### src/io_node_consts.svh
`ifndef IO_NODE_CONSTS_SVH
`define IO_NODE_CONSTS_SVH

// ------------------------------------------------------------
// address map
// ------------------------------------------------------------

// adr[31:20] of the i/o area
`define IO_AREA 12'hFD0

// adr[19:8] pages inside the i/o area
`define LEDS_PAGE 12'hFFF	// led port
`define RST_PAGE 12'hFFC	// reset / clock enable control

// ------------------------------------------------------------
// bus geometry
// ------------------------------------------------------------

`define BUS_LANES 8	// 32-bit lanes per 256-bit data word

// ------------------------------------------------------------
// register defaults
// ------------------------------------------------------------

// pulse counter width, msb flags the end of the pulse (64 cycles)
`define RST_PULSE_BITS 7

`define CLKEN_RESET 3'b110	// clock enables out of reset

`endif
### src/io_node_pkg.sv
`include "io_node_consts.svh"

package io_node_pkg;

	// 256-bit bus request, one cycle per request
	typedef struct packed {
		logic cyc;	// request strobe
		logic we;
		logic [`BUS_LANES*4-1:0] sel;	// byte selects
		logic [31:0] adr;
		logic [`BUS_LANES*32-1:0] dat;
		logic [7:0] tid;
	} wb_req_t;

	// 256-bit bus response
	typedef struct packed {
		logic ack;	// one cycle
		logic err;
		logic [7:0] tid;	// echoed
		logic [31:0] adr;	// echoed
		logic [`BUS_LANES*32-1:0] dat;
	} wb_resp_t;

	typedef enum logic [1:0] {
		dev_none,
		dev_leds,
		dev_rst
	} io_dev_e;

	// reset / clock enable control word
	typedef struct packed {
		logic [12:0] rsvd;
		logic [2:0] clken;	// bits 18:16
		logic [15:0] rst_mask;	// bits 15:0
	} rst_ctl_t;

	typedef struct packed {
		logic [23:0] rsvd;
		logic [7:0] led;
	} led_word_t;

	// one register word, two readings
	typedef union packed {
		logic [31:0] raw;
		led_word_t led_v;
		rst_ctl_t rst_v;
	} io_word_u;

	// decode -> register stage
	typedef struct packed {
		logic valid;
		logic we;
		io_dev_e dev;
		logic [3:0] lane_sel;	// byte selects of the chosen lane
		io_word_u wdat;
		logic [7:0] tid;
		logic [31:0] adr;
	} io_op_t;

	// register -> response stage
	typedef struct packed {
		logic valid;
		logic err;
		logic [7:0] tid;
		logic [31:0] adr;
		logic [31:0] rdat;
	} io_rsp32_t;

endpackage

### src/io_node_top.sv
`timescale 1ns/10ps

module io_node_top import io_node_pkg::*; (
	input logic node_clk,
	input logic rst,
	input wb_req_t req_i,
	output wb_resp_t resp_o,
	output logic [7:0] led_o,
	output logic [15:0] rsts_o,
	output logic [2:0] clken_o
);

	io_op_t op;	// decode -> reg
	io_rsp32_t rsp;	// reg -> resp

	// ------------------------------------------------------------
	// three stage i/o pipeline
	// ------------------------------------------------------------

	// stage 1, address decode and lane pick
	io_decode_stage i_io_decode_stage (
		.node_clk(node_clk),
		.rst(rst),
		.req_i(req_i),
		.op_o(op)
	);

	// stage 2, device registers
	io_reg_stage i_io_reg_stage (
		.node_clk(node_clk),
		.rst(rst),
		.op_i(op),
		.rsp_o(rsp),
		.led_o(led_o),
		.rsts_o(rsts_o),
		.clken_o(clken_o)
	);

	// stage 3, back to 256 bits
	io_resp_stage i_io_resp_stage (
		.node_clk(node_clk),
		.rst(rst),
		.rsp_i(rsp),
		.resp_o(resp_o)
	);

endmodule

### src/io_resp_stage.sv
`timescale 1ns/10ps
`include "io_node_consts.svh"

module io_resp_stage import io_node_pkg::*; (
	input logic node_clk,
	input logic rst,
	input io_rsp32_t rsp_i,
	output wb_resp_t resp_o
);

	wb_resp_t resp_d;
	wb_resp_t resp_q;	// payload
	logic ack_q;

	// ------------------------------------------------------------
	// widen to the 256-bit bus
	// ------------------------------------------------------------

	always_comb begin
		resp_d.ack = rsp_i.valid;
		resp_d.err = rsp_i.err;
		resp_d.tid = rsp_i.tid;
		resp_d.adr = rsp_i.adr;
		resp_d.dat = {`BUS_LANES{rsp_i.rdat}};	// same word on every lane
	end

	// ------------------------------------------------------------
	// output register
	// ------------------------------------------------------------

	always_ff @(posedge node_clk, posedge rst) begin
		if (rst)
			ack_q <= 1'b0;
		else
			ack_q <= rsp_i.valid;	// single cycle, follows valid
	end

	always_ff @(posedge node_clk) begin
		resp_q <= resp_d;
	end

	always_comb begin
		resp_o = resp_q;
		resp_o.ack = ack_q;
	end

endmodule

### src/io_reg_stage.sv
`timescale 1ns/10ps
`include "io_node_consts.svh"

module io_reg_stage import io_node_pkg::*; (
	input logic node_clk,
	input logic rst,
	input io_op_t op_i,
	output io_rsp32_t rsp_o,
	output logic [7:0] led_o,
	output logic [15:0] rsts_o,
	output logic [2:0] clken_o
);

	localparam int DONE_BIT = `RST_PULSE_BITS - 1;
	localparam logic [`RST_PULSE_BITS-1:0] CNT_SAT = 1 << DONE_BIT;

	logic [7:0] led_q;
	logic [15:0] rst_mask_q;
	logic [2:0] clken_q;
	logic [`RST_PULSE_BITS-1:0] rst_cnt_q;	// pulse length counter
	logic pulse_done;
	logic wr_leds;
	logic wr_rst;
	io_word_u wr_word;
	io_word_u rd_word;
	io_rsp32_t rsp_d;
	io_rsp32_t rsp_q;	// payload
	logic valid_q;

	assign wr_word = op_i.wdat;
	assign wr_leds = op_i.valid & op_i.we & (op_i.dev == dev_leds);
	assign wr_rst = op_i.valid & op_i.we & (op_i.dev == dev_rst);
	assign pulse_done = rst_cnt_q[DONE_BIT];

	// ------------------------------------------------------------
	// device registers
	// ------------------------------------------------------------

	always_ff @(posedge node_clk, posedge rst) begin
		if (rst) begin
			led_q <= 8'h00;
			rst_mask_q <= 16'h0000;
			clken_q <= `CLKEN_RESET;
			rst_cnt_q <= CNT_SAT;	// no pulse running
		end else begin
			// pulse timing, counter stops once msb is set
			if (!pulse_done)
				rst_cnt_q <= rst_cnt_q + 1'b1;
			else
				rst_mask_q <= 16'h0000;	// pulse over

			if (wr_leds && op_i.lane_sel[0])
				led_q <= wr_word.led_v.led;

			// writes come last so they win over the pulse logic
			if (wr_rst) begin
				if (|op_i.lane_sel[1:0]) begin
					rst_mask_q <= wr_word.rst_v.rst_mask;
					rst_cnt_q <= '0;	// restart pulse
					// mask bits 5:4 wake clock 2
					clken_q[2] <= clken_q[2] | (|wr_word.rst_v.rst_mask[5:4]);
				end
				if (|op_i.lane_sel[3:2])
					clken_q <= wr_word.rst_v.clken;
			end
		end
	end

	assign led_o = led_q;
	assign clken_o = clken_q;
	assign rsts_o = rst_mask_q & {16{~pulse_done}};	// mask only while counting

	// ------------------------------------------------------------
	// read mux
	// ------------------------------------------------------------

	always_comb begin
		rd_word.raw = 32'h0;
		case (op_i.dev)
			dev_leds: rd_word.led_v.led = led_q;	// zero extended
			dev_rst: begin
				rd_word.rst_v.rst_mask = rst_mask_q;
				rd_word.rst_v.clken = clken_q;
			end
			default: rd_word.raw = 32'hFFFF_FFFF;	// unmapped
		endcase
	end

	always_comb begin
		rsp_d.valid = op_i.valid;
		rsp_d.err = op_i.dev == dev_none;
		rsp_d.tid = op_i.tid;
		rsp_d.adr = op_i.adr;
		rsp_d.rdat = rd_word.raw;
	end

	// ------------------------------------------------------------
	// stage register
	// ------------------------------------------------------------

	always_ff @(posedge node_clk, posedge rst) begin
		if (rst)
			valid_q <= 1'b0;
		else
			valid_q <= op_i.valid;
	end

	always_ff @(posedge node_clk) begin
		rsp_q <= rsp_d;
	end

	always_comb begin
		rsp_o = rsp_q;
		rsp_o.valid = valid_q;
	end

endmodule

### src/io_decode_stage.sv
`timescale 1ns/10ps
`include "io_node_consts.svh"

module io_decode_stage import io_node_pkg::*; (
	input logic node_clk,
	input logic rst,
	input wb_req_t req_i,
	output io_op_t op_o
);

	localparam int LANE_BITS = $clog2(`BUS_LANES);

	logic [LANE_BITS-1:0] lane;	// addressed 32-bit lane
	logic [`BUS_LANES-1:0][31:0] dat_lanes;
	logic [`BUS_LANES-1:0][3:0] sel_lanes;
	logic in_io;
	io_dev_e dev;
	io_op_t op_d;
	io_op_t op_q;	// payload
	logic valid_q;

	// ------------------------------------------------------------
	// address decode
	// ------------------------------------------------------------

	assign in_io = req_i.adr[31:20] == `IO_AREA;

	always_comb begin
		dev = dev_none;	// anything unmapped
		if (in_io) begin
			case (req_i.adr[19:8])
				`LEDS_PAGE: dev = dev_leds;
				`RST_PAGE: dev = dev_rst;
				default: dev = dev_none;
			endcase
		end
	end

	// ------------------------------------------------------------
	// lane extraction
	// ------------------------------------------------------------

	assign lane = req_i.adr[LANE_BITS+1:2];	// word index within the 256-bit beat
	assign dat_lanes = req_i.dat;
	assign sel_lanes = req_i.sel;

	always_comb begin
		op_d.valid = req_i.cyc;
		op_d.we = req_i.we;
		op_d.dev = dev;
		op_d.lane_sel = sel_lanes[lane];
		op_d.wdat.raw = dat_lanes[lane];
		op_d.tid = req_i.tid;
		op_d.adr = req_i.adr;
	end

	// ------------------------------------------------------------
	// stage register
	// ------------------------------------------------------------

	always_ff @(posedge node_clk, posedge rst) begin
		if (rst)
			valid_q <= 1'b0;
		else
			valid_q <= req_i.cyc;	// one request per strobe cycle
	end

	always_ff @(posedge node_clk) begin
		op_q <= op_d;
	end

	// valid from the reset flop, rest from payload
	always_comb begin
		op_o = op_q;
		op_o.valid = valid_q;
	end

endmodule

### config.mk
export PLATFORM = sky130hd
export DESIGN_NAME = io_node_top
export DESIGN_NICKNAME = d
export VERILOG_FILES = /design/src/io_node_pkg.sv /design/src/io_node_top.sv /design/src/io_resp_stage.sv /design/src/io_reg_stage.sv /design/src/io_decode_stage.sv
export VERILOG_INCLUDE_DIRS = /design/src /design/src/src
export SDC_FILE = /design/constraint.sdc
export NUM_CORES = 1
export LEC_CHECK = 0
export ABC_AREA = 0
export BUFFER_PORTS_ARGS = -buffer_cell sky130_fd_sc_hd__buf_2
export CORE_AREA = 3 3 254 256
export DETAILED_ROUTE_END_ITERATION = 16
export DIE_AREA = 0 0 257 259
export SYNTH_ARGS = -nofsm -noshare
export SYNTH_HDL_FRONTEND = slang
export SYNTH_SLANG_ARGS = --single-unit
### constraint.sdc
create_clock -name node_clk -period 4.9 [get_ports node_clk]
set_input_delay 0.49 -clock node_clk [delete_from_list [all_inputs] [get_ports node_clk]]
set_output_delay 0.49 -clock node_clk [all_outputs]
set_load 0.01 [all_outputs]
Word level (Yosys, flattened, before mapping)
Index checks and enable logic that the tools add are counted.

Word-level logic and storage cells: 60. Flip-flop bits (word level): 473.

Muxes and demuxes: 16. Bitwise gates (word level): 6. Add/subtract/negate cells: 1. Reduce and logical (&&, ||, !) cells: 9. Equal/unequal tests: 5. Magnitude comparators: 1.

Operators by type and width (number): binary-select mux 32 bit (select 3 bit) (1); 2-to-1 mux 16 bit (3); equality test 12 bit (second input constant) (3); case mux 11 bit (2 select lines) (1); 2-to-1 mux 7 bit (3); 2-to-1 mux 19 bit (1); AND 16 bit (1); case mux 8 bit (2 select lines) (1); 2-to-1 mux 13 bit (1); binary-select mux 4 bit (select 3 bit) (1); OR reduction 2 bit (4); adder 7 x 1 -> 7 bit (second input constant) (1); < comparator 3 x 4 -> 1 bit (second input constant) (1); 2-to-1 mux 4 bit (1); case mux 2 bit (2 select lines) (1); AND reduction 2 bit (2); AND 1 bit (3); 2-to-1 mux 3 bit (1); equality test 2 x 1 -> 1 bit (second input constant) (1); equality test 2 bit (second input constant) (1); logical NOT 2 bit (1); nonzero test 2 bit (1); logical AND 1 bit (1); 2-to-1 mux 1 bit (1); other kinds (2) (2).

Longest topological paths before layout
Gate-level depths: netlist of the first run.

Depth in word-level cells: 4. Gate-level depth with buffers: 6.

Cells and area by module
A second synthesis of the first run with hierarchy kept.

Cells, all modules: 748. Area, all modules: 10515.1 µm².

By module, submodules not included: io_decode_stage (instances 1, area each 4212.8 µm², cells an instance 221, sequential area each 1606.5 µm²); io_resp_stage (instances 1, area each 3179.3 µm², cells an instance 300, sequential area each 1486.4 µm²); io_reg_stage (instances 1, area each 3123.0 µm², cells an instance 227, sequential area each 2100.8 µm²).

Worst setup path after synthesis of the first run
No wires, ideal clock.

Path kind: flip-flop to output port. From: register, netlist name i_io_resp_stage.resp_o[252]. To: output port resp_o[115] (netlist bit). Setup slack: 2060 ps. Data arrival time: 2350 ps. Path buffers: 1. Cell stages (with the launch flop): 2. Path through: dfxtp_1 > buf_4.

RTL lines: end: declaration (line io_node_top.sv:7) `output wb_resp_t resp_o,`.

Worst setup path in the final report of the first run
From: register i_io_reg_stage.rst_cnt_q[6]. To: output port rsts_o[9].

Word-level cells in the longest chain between the ends: 2.

RTL lines: start: declaration (line io_reg_stage.sv:20) `` logic [`RST_PULSE_BITS-1:0] rst_cnt_q; ``; start signal: assignment (line io_reg_stage.sv:48) `rst_cnt_q <= rst_cnt_q + 1'b1;`; NOT 1 bit (line io_reg_stage.sv:71) `assign rsts_o = rst_mask_q & {16{~pulse_done}};`; AND 16 bit (line io_reg_stage.sv:71); end: declaration (line io_node_top.sv:9) `output logic [15:0] rsts_o,`.

No other way between the ends.

==> results of run 1 <==
## worst max-delay path by stage
| stage | startpoint | end | slack [ns] | cells past startpoint |
|---|---|---|---|---|
| 2_1_floorplan | i_io_resp_stage.resp_o[252]$_DFF_P_ | resp_o[115] | 2.06 | 1 |
| 3_5_place_dp | req_i[266] | i_io_decode_stage.op_o[58]$_DFF_P_ | 2.46 | 4 |
| 6_report | i_io_reg_stage.rst_cnt_q[6]$_DFF_PP1_ | rsts_o[9] | 2.57 | 2 |
| 4_1_cts | i_io_reg_stage.rst_cnt_q[6]$_DFF_PP1_ | rsts_o[9] | 2.45 | 2 |
| 3_3_place_gp | req_i[266] | i_io_decode_stage.op_o[47]$_DFF_P_ | 2.49 | 4 |
| 5_1_grt | i_io_reg_stage.rst_cnt_q[6]$_DFF_PP1_ | rsts_o[9] | 2.42 | 2 |
## power by group
| group | internal (mW) | switching, mW |
|---|---|---|
| Sequential | 1.92 | 0.0306 |
| Clock | 1.30 | 0.828 |
| Combinational | 0.162 | 0.101 |
| Total | 3.38 | 0.960 |
## area by class of cell
| class | count | area (um2) |
|---|---|---|
| Fill cell | 6789 | 50800 |
| Inverter | 15 | 56.3 |
| Multi-Input combinational cell | 173 | 2250 |
| Timing Repair Buffer | 571 | 2940 |
| Tap cell | 846 | 1060 |
| Clock inverter | 14 | 218 |
| Clock buffer | 34 | 743 |
| Sequential cell | 225 | 4690 |
## flip-flops by register name, indices dropped and copies added, names as in the netlist
name,count
i_io_decode_stage.valid_q,1
i_io_reg_stage.rst_cnt_q,7
i_io_resp_stage.ack_q,1
i_io_reg_stage.valid_q,1
i_io_reg_stage.clken_o,3
i_io_reg_stage.led_o,8
i_io_reg_stage.rsp_o,61
i_io_reg_stage.rst_mask_q,16
i_io_decode_stage.op_o,66
i_io_resp_stage.resp_o,61
## per-stage QoR
step	utilization	area, um2	total power [mW]	hold slack, ns	worst slack [ns]
floorplan	-	8900	2.10	0.310	2.06
global placement	0.173	10900	2.24	0.310	2.49
detailed placement	0.173	10900	2.25	0.312	2.46
CTS	0.190	11900	4.45	0.0000123	2.45
global route	0.191	12000	4.54	0.000420	2.42
finish	0.191	12000	4.34	0.0423	2.57
## synth_stat cells
| cell | instances | share of area |
|---|---|---|
| mux2_2 | 49 | 0.062 |
| buf_6 | 5 | 0.0063 |
| clkbuf_1 | 6 | 0.0025 |
| o22ai_1 | 1 | 0.00070 |
| buf_2 | 7 | 0.0039 |
| dfrtp_1 | 34 | 0.096 |
| o2111a_1 | 1 | 0.0013 |
| nand3_1 | 1 | 0.00056 |
| o2111ai_1 | 1 | 0.00098 |
| xor2_1 | 3 | 0.0030 |
| nor3_1 | 1 | 0.00056 |
| nor4_1 | 1 | 0.00070 |
| or4b_2 | 1 | 0.0011 |
| nor2b_1 | 10 | 0.0070 |
| and4b_1 | 2 | 0.0022 |
| nand2_1 | 2 | 0.00084 |
| a221o_1 | 8 | 0.0090 |
| buf_4 | 237 | 0.20 |
| xnor2_1 | 1 | 0.00098 |
| dfxtp_1 | 188 | 0.42 |
| mux2i_1 | 2 | 0.0022 |
| clkinv_1 | 1 | 0.00042 |
| o21ai_0 | 1 | 0.00056 |
| nand4b_1 | 2 | 0.0020 |
| nand4_1 | 3 | 0.0021 |
| nand2b_1 | 1 | 0.00070 |
| and3_1 | 1 | 0.00070 |
| mux4_2 | 9 | 0.023 |
| inv_1 | 14 | 0.0059 |
| or3_1 | 1 | 0.00070 |
| dfstp_2 | 3 | 0.0089 |
| buf_1 | 2 | 0.00084 |
| a21oi_1 | 12 | 0.0067 |
| nor2_1 | 15 | 0.0063 |
| a31oi_1 | 1 | 0.00070 |
| nor4bb_1 | 1 | 0.0011 |
| or4_1 | 1 | 0.00084 |
| ha_1 | 4 | 0.0056 |
| mux4_1 | 37 | 0.11 |
## cell usage in the layout (no fill, tap or decap), types with 2 or more instances in the layout
cell type and n:
buf_2 552, dfxtp_1 187, mux2_2 49, mux4_1 37, dfrtp_1 34, clkbuf_16 28, nor2_1 15, dlygate4sd3_1 14
inv_1 13, a21oi_1 12, nor2b_1 10, mux4_2 9, a221o_1 8, buf_4 5, ha_1 4, bufinv_16 4
clkbuf_1 4, xor2_1 3, nand4_1 3, clkinv_4 3, dfstp_2 3, nand4b_1 2, nand2_1 2, mux2i_1 2
and4b_1 2, clkbuf_8 2, inv_6 2, clkinv_2 2
## timing repair
action                     in CTS  in global routing
setup endpoints to repair       0                  0
resized for setup               0                  0
hold buffers                    9                  5
hold endpoints to repair        9                  5
## logic make-up (layout without fill, tap and decap cells)
group | count (synthesis) | in the layout
compound gates | 25 | 25
xor+xnor | 4 | 4
fa+ha+maj | 4 | 4
buf+inv | 272 | 634
flops | 225 | 225
mux | 97 | 97
simple gates | 43 | 43
## layer usage
layer  global-route usage  wire length [um]  vias to the layer above  part of all wire
met3               0.0247              2870                       44              0.10
met5                    0                 0                        -                 0
met2                0.138             13700                      418              0.47
li1                     -                 -                     2771                 -
met1               0.0931             11400                     2781              0.40
met4               0.0304               847                        0             0.029
==> results.toml, run 1 <==
[drt]
wl_per_cell_um = 15.3
wirelength_mm = 28.8
vias = 6014
firstDrtPassIters = 4
drc_errors = 0
ant_nets = 0
via_per_inst = 3.20
drt-initial-drc-count = 144

[critical_path]
worstReg2RegEnd = "i_io_reg_stage.rst_mask_q[11]$_DFF_PP0_"
worst_r2r_path_depth = 5
startpoint_type = "register"
cp_top_family = "flip-flops"
slowest_stage = "dfstp_2"
ff2ff_setup_slack_ns = 2.64
cp.arrival_ns = 1.84
setup.worst_path.class = "reg2out"
required_ns = 4.41
crit_buf_inv = 1
cp_max_fo = 22
cp_slowest_stage_delay_ns = 0.90
r2r_start = "i_io_decode_stage.op_o[76]$_SDFF_PP0_"
crit_chain = "nor2_1, buf_2"
endpoint_kind = "output pin"

[power_and_ir_drop]
p_leak_nw = 5.30
power_density_nw_per_um2 = 363
ir_drop_mv = 0.216

[sta]
slew_headroom = 0.323
clock_skew_ns = 0.00772
fmax_mhz = 430
grt_setup_unrepaired = "false"
final_hold_viol_count = 0
fin_tns_setup_ns = 0
setup_viol = 0
period_needed_ns = 2.33
slew_violations = 0
tightest_slew_ns = 1.02
finalCritPeriodShare = 0.475

[placement]
place_inst = 1816
gp_congestion = 0.912
portBuffers = 552
hpwl_mm = 23.1

[die]
dieArea_um2 = 66600
die_h_um = 259
core_area_um2 = 62700
rows = 92
initial_core_util = 0.142
fp.dieW_um = 257
pin_count = 657

[worst_hold_path]
whs_path_depth = 1
hp-class = "in2reg"
hold_start = "req_i[264]"
min_to = "i_io_decode_stage.op_o[0]$_DFF_P_"

[synth]
synth_compound_area_frac = 0.0200
ys_warn_count = 0
syn_area_um2 = 8900
yosysUniqueCellTypes = 39
synth_area_per_cell_um2 = 13.3
synth_xor_area_frac = 0.00393
syn_nets = 1006
ys_ff_latch = 225
yosys.area_share.simple = 0.0275
synthAdderAreaFrac = 0.00562
syn_inst = 670
yosysSeqAreaShare = 0.527
synth_top_family_by_area = "buffers and inverters"
yosys-mux-area-fraction = 0.196

[layout]
num_antenna_cells = 0
final_nets = 1349
finalNonFillerCells = 1878
area_delta_synth_final_pct = 34.4
drive_gt1_frac = 0.644

[clocking]
clock_latency_ns = 0.56
clockBufferDepth = 3
numCtsBuffers = 27
htreeDepth = 1
clock-sinks = 225
post_cts_buffers = 0
clk_pin_slew_ns = 0.06
cts_root_buffer = "clkbuf_16"
cts_tree = "built"

[global_routing]
grt_pass1_vias = 6044
antenna_found_initial = 1
grt_start_max_net_pins = 105
gr-total-overflow = 0
grt_pass1_wl_mm = 39.1
track_usage = 0.0802

[outcome]
status = "complete, no violations"

[flow_run]
cap_violations = 0
No activity file was read; power rests on OpenSTA's default activity.
==> run 2: changes to the inputs <==
--- a/config.mk
+++ b/config.mk
@@ -8,9 +8,9 @@
 export LEC_CHECK = 0
 export ABC_AREA = 0
 export BUFFER_PORTS_ARGS = -buffer_cell sky130_fd_sc_hd__buf_2
-export CORE_AREA = 3 3 254 256
+export CORE_AREA = 3 3 255 257
 export DETAILED_ROUTE_END_ITERATION = 16
-export DIE_AREA = 0 0 257 259
+export DIE_AREA = 0 0 258 260
 export SYNTH_ARGS = -nofsm -noshare
 export SYNTH_HDL_FRONTEND = slang
 export SYNTH_SLANG_ARGS = --single-unit
==> constraint.sdc (replaced) <==
create_clock -name node_clk -period 2.4 [get_ports node_clk]
set_input_delay 0.24 -clock node_clk [delete_from_list [all_inputs] [get_ports node_clk]]
set_output_delay 0.24 -clock node_clk [all_outputs]
set_load 0.01 [all_outputs]
==> results.toml, run 2 (synthesis gave the netlist of run 1 again) <==
[outcome]
status = "complete, no violations"

[critical_path]
crit_buf_inv = 1
crit_start = "i_io_reg_stage.rst_cnt_q[6]$_DFF_PP1_"
crit_chain = "nor2_1, buf_2"
endpoint_kind = "output pin"
cp_slowest_stage_delay_ns = 0.90
slowest_stage = "dfstp_2"
worst_r2r_path_depth = 2
cp_num_cells = 2
required_ns = 2.16
setup.worst_path.class = "reg2out"
cp.arrival_ns = 1.83
cp_top_family = "flip-flops"
r2r_start = "i_io_decode_stage.valid_q$_DFF_PP0_"
cp_max_fo = 22
startpoint_type = "register"

[drt]
wl_per_cell_um = 15.1
via_per_inst = 3.25
ant_nets = 0
wirelength_mm = 28.9
drt-initial-drc-count = 195
firstDrtPassIters = 5
drc_errors = 0
vias = 6224

[sta]
fin_tns_setup_ns = 0
period_needed_ns = 2.07
tightest_slew_ns = 0.678
slew_violations = 0
grt_setup_unrepaired = "false"
fmax_mhz = 483
slew_headroom = 0.548
finalCritPeriodShare = 0.863
clock_skew_ns = 0.00882
setup_viol = 0
final_hold_viol_count = 0

[power_and_ir_drop]
p_int_mw = 6.93
power_density_nw_per_um2 = 726
power.switching_mw = 2.04
p_leak_nw = 5.46
p_seq_frac = 0.444
pwr-share-clk = 0.492
ir_drop_mv = 0.543
pwr-share-comb = 0.064
swShare = 0.227

[clocking]
cts_tree = "built"
numCtsBuffers = 28
ctsResizeCount = 0
clock_latency_ns = 0.56
clockBufferDepth = 3
clk_pin_slew_ns = 0.06
clock-sinks = 225
cts_root_buffer = "clkbuf_16"
htreeDepth = 1

[placement]
portBuffers = 552
gp_congestion = 0.818
hpwl_mm = 23.1
place_area_um2 = 10900
place_inst = 1821

[global_routing]
gr-total-overflow = 0
track_usage = 0.0795
grt_start_max_net_pins = 63
grt_pass1_wl_mm = 39.4
grt_pass1_vias = 6179
antenna_found_initial = 5

[layout]
final_nets = 1381
final_cell_mix = "552 x buf_2, 187 x dfxtp_1, 49 x mux2_2"
finalNonFillerCells = 1914
area_delta_synth_final_pct = 38.7
fin_area_um2 = 12400
layout_commonest_cell = "buf_2"
drive_gt1_frac = 0.634
largest_register_ffs = 66

[worst_hold_path]
hp-class = "in2reg"
hold_start = "req_i[311]"
whs_path_depth = 3

[die]
pin_count = 657
fp.dieW_um = 258
die_h_um = 260
core_area_um2 = 63000
initial_core_util = 0.141
rows = 92
dieArea_um2 = 67100

[flow_run]
cap_violations = 0
run 2: final cells by class:
cell class	count	area, um2
Sequential cell	225	4690
Tap cell	846	1060
Antenna cell	1	2.50
Clock buffer	32	757
Fill cell	6806	50600
Clock inverter	20	253
Inverter	15	56.3
Timing Repair Buffer	602	3280
Multi-Input combinational cell	173	2250
run 2: metrics by stage:
stage               setup slack [ns]  utilization  hold WS [ns]  total power, mW
floorplan                      0.680            -         0.268             4.28
global placement               0.636        0.174         0.310             4.58
detailed placement             0.604        0.174         0.312             4.60
CTS                            0.283        0.196        0.0705             9.17
global route                   0.219        0.196        0.0852             9.38
finish                         0.329        0.196         0.113             8.97
run 2: power by group through the flow:
stage          Clock, mW  Combinational, mW  Sequential, mW
2_1_floorplan          0              0.235            4.04
3_3_place_gp           0              0.512            4.06
3_5_place_dp           0              0.525            4.07
4_1_cts             4.60              0.580            3.99
5_1_grt             4.76              0.625            4.00
6_report            4.41              0.572            3.98
run 2: worst reg2reg max path: cells and delay by family (launching register included):
family / cells / cell delay (ns)
AND/OR/NAND/NOR: 1 / 0.58
multiplexers: 1 / 0.48
flip-flops: 1 / 0.55
run 2: repair_timing:
item                                   4_1_cts  5_1_grt
hold buffers                                40        0
setup endpoints to repair                    0        0
endpoints found under the hold margin       53        0
buffers inserted                             0        0
run 2: final timing paths:
| check | endpoint | slack (ns) |
|---|---|---|
| setup reg to reg | i_io_reg_stage.led_o[5]$_DFFE_PP0P_ | 0.68 |
| max in group asynchronous | i_io_reg_stage.rst_cnt_q[6]$_DFF_PP1_ | 1.34 |
| min in group asynchronous | i_io_reg_stage.rst_mask_q[11]$_DFF_PP0_ | 0.28 |
| hold reg to reg | i_io_reg_stage.rsp_o[35]$_DFF_P_ | 0.32 |
| hold / removal | i_io_decode_stage.op_o[75]$_DFF_P_ | 0.11 |
| setup / recovery | rsts_o[10] | 0.33 |
run 2: routing by layer:
metal / track usage / vias up / wire length (um)
met5: 0 / - / 0
met4: 0.0272 / 0 / 696
met3: 0.0248 / 40 / 3100
met2: 0.145 / 430 / 14300
met1: 0.0869 / 2912 / 10800
li1: - / 2842 / -
